$ cat config.mk
export PLATFORM = sky130hd
export DESIGN_NAME = cic_rx_top
export DESIGN_NICKNAME = d
export VERILOG_FILES = /design/src/hdl/cic_pkg.sv /design/src/hdl/cic_apb_regs.sv /design/src/hdl/cic_decimator.sv /design/src/hdl/cic_output_arbiter.sv /design/src/hdl/cic_rx_top.sv /design/src/hdl/cic_sample_demux.sv
export SDC_FILE = /design/constraint.sdc
export NUM_CORES = 2
export LEC_CHECK = 0
export ABC_AREA = 1
export CAP_MARGIN = 20
export CORE_AREA = 2 2 458 460
export DETAILED_ROUTE_END_ITERATION = 7
export DIE_AREA = 0 0 460 462
export DONT_BUFFER_PORTS = 1
export PLACE_DENSITY_LB_ADDON = 0.3
export RECOVER_POWER = 100
export SYNTH_ARGS = -nofsm -noshare
export SYNTH_HDL_FRONTEND = slang
export SYNTH_SLANG_ARGS = --single-unit
$ cat constraint.sdc
create_clock -name clock -period 13.1 [get_ports clock]
set_clock_uncertainty 0.2 [all_clocks]
set_input_delay 0 -clock clock [delete_from_list [all_inputs] [get_ports clock]]
set_output_delay 0 -clock clock [all_outputs]
set_load 0.1 [all_outputs]
$ cat src/hdl/cic_pkg.sv
// shared widths and codes; n_channels must equal 2**chan_width, acc_width must cover in_width+stages*5
package cic_pkg;

  // ------------------------------------------------------------------------
  // channel layout
  // ------------------------------------------------------------------------
  localparam int n_channels = 4;
  localparam int chan_width = 2;

  // filter shape, factor is base_decimation times 1, 2 or 4
  localparam int stages          = 3;
  localparam int base_decimation = 8;
  localparam int max_decimation  = base_decimation * 4;
  localparam int cnt_width       = $clog2(max_decimation);

  // datapath widths
  localparam int in_width  = 16;
  localparam int acc_width = 32;
  localparam int out_width = 18;
  // lsb of output window at factor 32
  localparam int win_lsb   = acc_width - out_width;

  typedef logic signed [in_width-1:0]  sample_t;
  typedef logic signed [acc_width-1:0] acc_t;
  typedef logic signed [out_width-1:0] result_t;
  typedef logic [chan_width-1:0]       chan_t;
  typedef logic [1:0]                  rate_t;
  typedef logic [n_channels-1:0]       chan_mask_t;
  typedef logic [cnt_width-1:0]        count_t;
  typedef logic [3:0]                  paddr_t;
  typedef logic [31:0]                 apb_data_t;

  // rate codes, code 3 behaves as rate_div8
  localparam rate_t rate_div32 = 2'd0;
  localparam rate_t rate_div16 = 2'd1;
  localparam rate_t rate_div8  = 2'd2;

  // register map
  localparam paddr_t addr_ctrl = 4'h0;
  localparam paddr_t addr_rate = 4'h4;
  localparam paddr_t addr_drop = 4'h8;

endpackage

$ cat src/hdl/cic_apb_regs.sv
// zero wait state APB slave; unmapped addresses read 0 with pslverr, writes there are ignored
`timescale 1ns/10ps

module cic_apb_regs (
  input  logic                clock,
  input  logic                arst_n,
  input  logic                psel,
  input  logic                penable,
  input  logic                pwrite,
  input  cic_pkg::paddr_t     paddr,
  input  cic_pkg::apb_data_t  pwdata,
  output cic_pkg::apb_data_t  prdata,
  output logic                pready,
  output logic                pslverr,
  input  cic_pkg::chan_mask_t drop_pulse,
  output cic_pkg::chan_mask_t enable,
  output cic_pkg::rate_t      rate_0,
  output cic_pkg::rate_t      rate_1,
  output cic_pkg::rate_t      rate_2,
  output cic_pkg::rate_t      rate_3
);

  logic                          access;
  logic                          mapped;
  logic                          wr_en;
  logic [2*cic_pkg::n_channels-1:0] rate_q;
  cic_pkg::chan_mask_t           drop_flags;
  cic_pkg::chan_mask_t           drop_clear;

  // --------------------------------------------------------------------------
  // access decode
  // --------------------------------------------------------------------------
  // access phase of a transfer
  assign access = psel && penable;
  assign mapped = (paddr == cic_pkg::addr_ctrl) ||
                  (paddr == cic_pkg::addr_rate) ||
                  (paddr == cic_pkg::addr_drop);
  assign wr_en  = access && pwrite && mapped;

  // write 1 to clear
  assign drop_clear = (wr_en && (paddr == cic_pkg::addr_drop)) ?
                      pwdata[cic_pkg::n_channels-1:0] : '0;

  // no wait states ever
  assign pready  = 1'b1;
  assign pslverr = access && !mapped;

  // --------------------------------------------------------------------------
  // registers
  // --------------------------------------------------------------------------
  always_ff @(posedge clock or negedge arst_n)
  begin
    if (!arst_n)
    begin
      enable     <= '0;
      rate_q     <= '0;
      drop_flags <= '0;
    end
    else
    begin
      if (wr_en && (paddr == cic_pkg::addr_ctrl))
        enable <= pwdata[cic_pkg::n_channels-1:0];
      if (wr_en && (paddr == cic_pkg::addr_rate))
        rate_q <= pwdata[2*cic_pkg::n_channels-1:0];
      // sticky, a new drop beats a clear in the same cycle
      drop_flags <= (drop_flags & ~drop_clear) | drop_pulse;
    end
  end

  // read mux, zero for holes in the map
  always_comb
  begin
    case (paddr)
      cic_pkg::addr_ctrl: prdata = cic_pkg::apb_data_t'(enable);
      cic_pkg::addr_rate: prdata = cic_pkg::apb_data_t'(rate_q);
      cic_pkg::addr_drop: prdata = cic_pkg::apb_data_t'(drop_flags);
      default:            prdata = '0;
    endcase
  end

  // two bits per channel
  assign rate_0 = rate_q[1:0];
  assign rate_1 = rate_q[3:2];
  assign rate_2 = rate_q[5:4];
  assign rate_3 = rate_q[7:6];

endmodule

$ cat src/hdl/cic_decimator.sv
// one CIC decimator, factor 32/16/8 by rate code; rate changes take effect at once, expect a transient
`timescale 1ns/10ps

module cic_decimator (
  input  logic             clock,
  input  logic             arst_n,
  input  logic             strobe,
  input  cic_pkg::sample_t in_data,
  input  cic_pkg::rate_t   rate,
  output logic             out_strobe,
  output cic_pkg::result_t out_data
);

  cic_pkg::count_t  sample_cnt;
  cic_pkg::count_t  last_cnt;
  logic             dump;
  cic_pkg::acc_t    integ    [cic_pkg::stages];
  cic_pkg::acc_t    comb_dly [cic_pkg::stages];
  cic_pkg::acc_t    comb     [cic_pkg::stages+1];
  cic_pkg::result_t window;
  logic             round_bit;

  // --------------------------------------------------------------------------
  // sample counter
  // --------------------------------------------------------------------------
  // last count value before a dump
  always_comb
  begin
    case (rate)
      cic_pkg::rate_div32: last_cnt = cic_pkg::count_t'(cic_pkg::base_decimation * 4 - 1);
      cic_pkg::rate_div16: last_cnt = cic_pkg::count_t'(cic_pkg::base_decimation * 2 - 1);
      // code 3 folds onto the smallest factor
      default:             last_cnt = cic_pkg::count_t'(cic_pkg::base_decimation - 1);
    endcase
  end

  // at or past the limit, so a lower factor mid-count still dumps
  assign dump = strobe && (sample_cnt >= last_cnt);

  always_ff @(posedge clock or negedge arst_n)
  begin
    if (!arst_n)
    begin
      sample_cnt <= '0;
      out_strobe <= 1'b0;
    end
    else
    begin
      out_strobe <= dump;
      if (dump)
        sample_cnt <= '0;
      else if (strobe)
        sample_cnt <= sample_cnt + 1'b1;
    end
  end

  // --------------------------------------------------------------------------
  // integrators, input rate
  // --------------------------------------------------------------------------
  // wraparound is harmless, combs undo it
  always_ff @(posedge clock or negedge arst_n)
  begin
    if (!arst_n)
    begin
      for (int i = 0; i < cic_pkg::stages; i++)
        integ[i] <= '0;
    end
    else if (strobe)
    begin
      // sign extended input into stage 0
      integ[0] <= integ[0] + cic_pkg::acc_t'(in_data);
      for (int i = 1; i < cic_pkg::stages; i++)
        integ[i] <= integ[i] + integ[i-1];
    end
  end

  // --------------------------------------------------------------------------
  // combs, output rate
  // --------------------------------------------------------------------------
  // subtract chain is combinational, only the delays are registers
  always_comb
  begin
    comb[0] = integ[cic_pkg::stages-1];
    for (int i = 0; i < cic_pkg::stages; i++)
      comb[i+1] = comb[i] - comb_dly[i];
  end

  // delays advance on the same edge that raises out_strobe
  always_ff @(posedge clock or negedge arst_n)
  begin
    if (!arst_n)
    begin
      for (int i = 0; i < cic_pkg::stages; i++)
        comb_dly[i] <= '0;
    end
    else if (dump)
    begin
      for (int i = 0; i < cic_pkg::stages; i++)
        comb_dly[i] <= comb[i];
    end
  end

  // --------------------------------------------------------------------------
  // rounding window
  // --------------------------------------------------------------------------
  // gain is factor**stages, window slides down stages bits per halving
  // so dc gain stays at 2 for every rate
  always_comb
  begin
    case (rate)
      cic_pkg::rate_div32:
      begin
        window    = comb[cic_pkg::stages][cic_pkg::win_lsb +: cic_pkg::out_width];
        round_bit = comb[cic_pkg::stages][cic_pkg::win_lsb-1];
      end
      cic_pkg::rate_div16:
      begin
        window    = comb[cic_pkg::stages][cic_pkg::win_lsb-cic_pkg::stages +: cic_pkg::out_width];
        round_bit = comb[cic_pkg::stages][cic_pkg::win_lsb-cic_pkg::stages-1];
      end
      // codes 2 and 3
      default:
      begin
        window    = comb[cic_pkg::stages][cic_pkg::win_lsb-2*cic_pkg::stages +: cic_pkg::out_width];
        round_bit = comb[cic_pkg::stages][cic_pkg::win_lsb-2*cic_pkg::stages-1];
      end
    endcase
  end

  // round half up, valid while out_strobe is high
  always_ff @(posedge clock)
  begin
    if (dump)
      out_data <= window + cic_pkg::result_t'(round_bit);
  end

endmodule

$ cat src/hdl/cic_output_arbiter.sv
// round-robin merge; results wait in holding regs while out_ready is low, newest result wins
`timescale 1ns/10ps

module cic_output_arbiter (
  input  logic                clock,
  input  logic                arst_n,
  input  cic_pkg::chan_mask_t res_strobe,
  input  cic_pkg::result_t    res_data [cic_pkg::n_channels],
  output logic                out_valid,
  input  logic                out_ready,
  output cic_pkg::chan_t      out_channel,
  output cic_pkg::result_t    out_data,
  output cic_pkg::chan_mask_t drop_pulse
);

  cic_pkg::chan_mask_t full;
  cic_pkg::result_t    hold [cic_pkg::n_channels];
  cic_pkg::chan_t      last_chan;
  cic_pkg::chan_t      grant;
  logic                grant_valid;
  logic                load;
  cic_pkg::chan_mask_t take;

  // --------------------------------------------------------------------------
  // round robin pick
  // --------------------------------------------------------------------------
  // search starts one past the channel served last
  always_comb
  begin : rr_search
    cic_pkg::chan_t idx;
    grant_valid = 1'b0;
    grant       = last_chan;
    for (int k = 1; k <= cic_pkg::n_channels; k++)
    begin
      idx = cic_pkg::chan_t'(last_chan + k);
      if (!grant_valid && full[idx])
      begin
        grant_valid = 1'b1;
        grant       = idx;
      end
    end
  end

  // move only when the sink can take, so a stall leaves results in hold
  assign load = out_ready && grant_valid;
  assign take = load ? (cic_pkg::chan_mask_t'(1) << grant) : '0;

  // overwrite of a full slot not drained this cycle
  assign drop_pulse = res_strobe & full & ~take;

  always_ff @(posedge clock or negedge arst_n)
  begin
    if (!arst_n)
    begin
      full      <= '0;
      out_valid <= 1'b0;
      last_chan <= cic_pkg::chan_t'(cic_pkg::n_channels - 1);
    end
    else
    begin
      // a new result keeps the slot full even if drained now
      full <= (full & ~take) | res_strobe;
      if (out_ready)
        out_valid <= grant_valid;
      if (load)
        last_chan <= grant;
    end
  end

  // payload
  always_ff @(posedge clock)
  begin
    for (int i = 0; i < cic_pkg::n_channels; i++)
    begin
      if (res_strobe[i])
        hold[i] <= res_data[i];
    end
    if (load)
    begin
      out_channel <= grant;
      out_data    <= hold[grant];
    end
  end

endmodule

$ cat src/hdl/cic_rx_top.sv
// four-channel CIC receiver; single clock, tagged input without back-pressure, APB for config only
`timescale 1ns/10ps

module cic_rx_top (
  input  logic               clock,
  input  logic               arst_n,
  // apb config port
  input  logic               psel,
  input  logic               penable,
  input  logic               pwrite,
  input  cic_pkg::paddr_t    paddr,
  input  cic_pkg::apb_data_t pwdata,
  output cic_pkg::apb_data_t prdata,
  output logic               pready,
  output logic               pslverr,
  // tagged sample stream
  input  logic               in_valid,
  input  cic_pkg::chan_t     in_channel,
  input  cic_pkg::sample_t   in_data,
  // merged result stream
  output logic               out_valid,
  input  logic               out_ready,
  output cic_pkg::chan_t     out_channel,
  output cic_pkg::result_t   out_data
);

  cic_pkg::chan_mask_t enable;
  cic_pkg::chan_mask_t strobe;
  cic_pkg::chan_mask_t res_strobe;
  cic_pkg::chan_mask_t drop_pulse;
  cic_pkg::rate_t      rate     [cic_pkg::n_channels];
  cic_pkg::sample_t    chan_data;
  cic_pkg::result_t    res_data [cic_pkg::n_channels];

  // --------------------------------------------------------------------------
  // config
  // --------------------------------------------------------------------------
  cic_apb_regs i_cic_apb_regs (
    .clock      (clock),
    .arst_n     (arst_n),
    .psel       (psel),
    .penable    (penable),
    .pwrite     (pwrite),
    .paddr      (paddr),
    .pwdata     (pwdata),
    .prdata     (prdata),
    .pready     (pready),
    .pslverr    (pslverr),
    .drop_pulse (drop_pulse),
    .enable     (enable),
    .rate_0     (rate[0]),
    .rate_1     (rate[1]),
    .rate_2     (rate[2]),
    .rate_3     (rate[3])
  );

  // --------------------------------------------------------------------------
  // datapath
  // --------------------------------------------------------------------------
  cic_sample_demux i_cic_sample_demux (
    .clock      (clock),
    .arst_n     (arst_n),
    .in_valid   (in_valid),
    .in_channel (in_channel),
    .in_data    (in_data),
    .enable     (enable),
    .strobe     (strobe),
    .chan_data  (chan_data)
  );

  // one decimator per channel, shared input data
  for (genvar i = 0; i < cic_pkg::n_channels; i++)
  begin : g_chan
    cic_decimator i_cic_decimator (
      .clock      (clock),
      .arst_n     (arst_n),
      .strobe     (strobe[i]),
      .in_data    (chan_data),
      .rate       (rate[i]),
      .out_strobe (res_strobe[i]),
      .out_data   (res_data[i])
    );
  end

  cic_output_arbiter i_cic_output_arbiter (
    .clock       (clock),
    .arst_n      (arst_n),
    .res_strobe  (res_strobe),
    .res_data    (res_data),
    .out_valid   (out_valid),
    .out_ready   (out_ready),
    .out_channel (out_channel),
    .out_data    (out_data),
    .drop_pulse  (drop_pulse)
  );

endmodule

$ cat src/hdl/cic_sample_demux.sv
// input stream cannot stall; samples for disabled channels are dropped silently
`timescale 1ns/10ps

module cic_sample_demux (
  input  logic                clock,
  input  logic                arst_n,
  input  logic                in_valid,
  input  cic_pkg::chan_t      in_channel,
  input  cic_pkg::sample_t    in_data,
  input  cic_pkg::chan_mask_t enable,
  output cic_pkg::chan_mask_t strobe,
  output cic_pkg::sample_t    chan_data
);

  cic_pkg::chan_mask_t chan_hot;

  // one-hot of the tagged channel
  assign chan_hot = cic_pkg::chan_mask_t'(1) << in_channel;

  // --------------------------------------------------------------------------
  // strobe, one cycle after in_valid
  // --------------------------------------------------------------------------
  always_ff @(posedge clock or negedge arst_n)
  begin
    if (!arst_n)
      strobe <= '0;
    else if (in_valid)
      strobe <= chan_hot & enable;
    else
      strobe <= '0;
  end

  // single data copy shared by all decimators
  // only the strobed channel looks at it
  always_ff @(posedge clock)
  begin
    if (in_valid)
      chan_data <= in_data;
  end

endmodule

==> impl_metrics.ini <==
[timing]
fin_setup_tns_ns = 0
max_freq_ghz = 0.110
setup_violations = 0
period_needed_ns = 9.08
fin_crit_sh_pct = 69.3
rsz0062_at_grt = false
drv_slew = 1966
final-hold-violation-count = 0
slew-limit-headroom_pct = -284
worstMarginPinSlew_ns = 5.76

[clock_tree]
cts_setup_buffers = 0
cts_tree = yes
cts_resized = 0
htreeDepth = 3
postCtsHoldBufs = 78
cts_made_buffers = 117
clock_latency_ns = 0.78
root_buffer = clkbuf_16
clk_pin_slew_ns = 0.06
clkSinkCount = 999
clk_path_buf_depth = 3

[synthesis]
avgSynthCellArea_sq_um = 7.01
synth_most_common_cell = nand2_1
ys_warn_count = 0
yosysSeqAreaShare_pct = 31.4
syn_inst = 11800
synth_seq_cells = 999
synth_top_area_share_pct = 24.8
synth_async_sr_flop_share_pct = 82.0
yosys-top-cells-area = dfrtp_1 25%, nand2_1 14%, ha_1 12%
synth_top_area_cell = dfrtp_1
synth_area_sq_um = 82500
synth_cell_types = 60
ys_top_cells_by_count = 3181 x nand2_1, 1585 x inv_1, 1088 x o21ai_0
synth_edf_count = 180
ys.flop_type = dfrtp_1

[worst_setup_path]
cpPeakStageDelay_ns = 2.59
crit_top_cell = clkbuf_1
worst-setup-path-type = flip-flop to flip-flop
crit_buf_inv = 3
path_delay_family = buffers and inverters
arrival_ns = 9.37
required_ns = 13.39
critPathMaxFanout = 94
path_cells = clkbuf_1, nand2_1, clkinvlp_2, clkbuf_1, o21ai_0
worstSetupEndpointType = flip-flop
cp-start-kind = flip-flop
worst_path_max_delay_cell = clkbuf_1

[run_status]
failed_checks = max-capacitance violations, max-slew violations
status = finished with violations

[global_route]
grt_pass1_vias = 68100
grt_pass1_wl_um = 361000
antenna_found_initial = 1
overflow = 0
grt_start_max_net_pins = 239
grt.total_usage_pct = 20.7

[cells_and_area]
area_growth_pct = 9.27
nFillCells = 21700
drive_gt1_share_pct = 4.17
fin_nets = 12600

[detailed_routing]
drc_errors = 0
vias = 73900
detail_route.vias_per_cell = 5.05
first_pass_iters = 6
post_drt_wl_per_cell_um = 15.3
antenna_left = 0
totalWireLength_um = 224000
dr.first_iter.drc_count = 4757

[flow_run]
cap_violations = 32

[die]
core-area_sq_um = 208000
die_h_um = 462
start_util_pct = 39.6
num_rows = 168
die_w_um = 460
io_pins = 116
fp.dieArea_sq_um = 213000

[place]
gp_congestion = 0.958
hpwlAfterDp_um = 176000
portBuffers = 0

[min_path]
hp-class = input port to flip-flop
==> layer usage <==
metal | global-route usage [%] | up-vias | wire [um]
li1 | - | 38800 | -
met1 | 29.8 | 33600 | 111000
met2 | 33.3 | 1185 | 98600
met3 | 1.87 | 222 | 8160
met4 | 5.54 | 0 | 5750
met5 | 0 | - | 0
==> path summary, 6_finish.rpt <==
| check | startpoint | to | slack (ns) | cells past startpoint |
|---|---|---|---|---|
| worst max-delay path | i_cic_sample_demux.strobe[3]$_DFF_PN0_ | g_chan[3].i_cic_decimator.comb_dly[11]$_DFFE_PN0P_ | 4.02 | 5 |
| worst min-delay path | out_ready | i_cic_output_arbiter.last_chan[0]$_DFFE_PN1P_ | 0.03 | 3 |
| worst max register to register | i_cic_sample_demux.strobe[3]$_DFF_PN0_ | g_chan[3].i_cic_decimator.comb_dly[11]$_DFFE_PN0P_ | 4.02 | 5 |
| worst min register to register | g_chan[2].i_cic_decimator.out_data[10]$_DFFE_PP_ | i_cic_output_arbiter.hold[2][10]$_DFFE_PP_ | 0.21 | 0 |
| max in group asynchronous | arst_n | i_cic_sample_demux.strobe[3]$_DFF_PN0_ | 4.43 | 8 |
| min in group asynchronous | arst_n | i_cic_output_arbiter.last_chan[1]$_DFFE_PN1P_ | 0.63 | 3 |
==> metrics by stage <==
stage	hold slack, ns	setup WS [ns]	std cells	cell area (sq um)	util [%]
final	0.0262	4.02	14600	90100	43.3
after detailed placement	-0.481	6.14	14300	85600	41.1
after global placement	-0.481	6.13	14300	85600	41.1
after global routing	0.0891	2.66	14600	90100	43.3
after floorplan	-0.496	7.33	11800	82600	-
after CTS	0.000589	6.07	14600	90600	43.5
==> kinds of logic after synthesis <==
group	Yosys count	share of synthesized area, %
simple gates	5282	27.2
xor+xnor	505	5.36
other cells	2	0.00910
compound gates	2342	15.5
mux	1	0.0121
flops	999	31.4
buf+inv	1852	8.57
fa+ha+maj	780	12.0
==> placed cells by master, fill, tap and decap left out, drive strengths merged, types with 79 or more instances in the layout <==
cell type,instances
nand2,3234
xor2,281
nand3,758
nor3,146
inv,1625
ha,760
a21o,83
dfrtp,817
o21bai,79
o21ai,1120
a21oi,795
xnor2,224
edfxtp,180
nand4,99
nor2,841
clkbuf,186
==> registers in the layout, indices dropped and copies added (netlist names) <==
name                               flops
g_chan.i_cic_decimator.comb_dly      384
g_chan.i_cic_decimator.integ         256
g_chan.i_cic_decimator.comb          128
g_chan.i_cic_decimator.out_data       72
i_cic_output_arbiter.hold             72
g_chan.i_cic_decimator.sample_cnt     20
i_cic_output_arbiter.out_data         18
i_cic_sample_demux.chan_data          16
i_cic_apb_regs.rate_q                  8
g_chan.i_cic_decimator.out_strobe      4
i_cic_apb_regs.drop_flags              4
i_cic_apb_regs.enable                  4
i_cic_output_arbiter.full              4
i_cic_sample_demux.strobe              4
i_cic_output_arbiter.last_chan         2
i_cic_output_arbiter.out_channel       2
i_cic_output_arbiter.out_valid         1
==> final cells by class <==
cell class / count / area (sq um) / area share, %
Clock inverter: 70 / 888 / 0.985
Clock buffer: 152 / 3260 / 3.62
Timing Repair Buffer: 122 / 1080 / 1.19
Tap cell: 2720 / 3400 / 3.78
Multi-Input combinational cell: 8935 / 49500 / 54.9
Sequential cell: 999 / 25900 / 28.7
Inverter: 1629 / 6120 / 6.79
Antenna cell: 3 / 7.51 / 0.00833
==> tightest hold or removal path, delay by kind of cell <==
kind	cells	cell delay (ns)
AOI/OAI and AO/OA	1	0.10
and+or+nand+nor	1	0.24
buffers and inverters	1	0.61
Power is not shown: default switching activity piles up to over one toggle a cycle in this logic, so the estimate is an artifact.
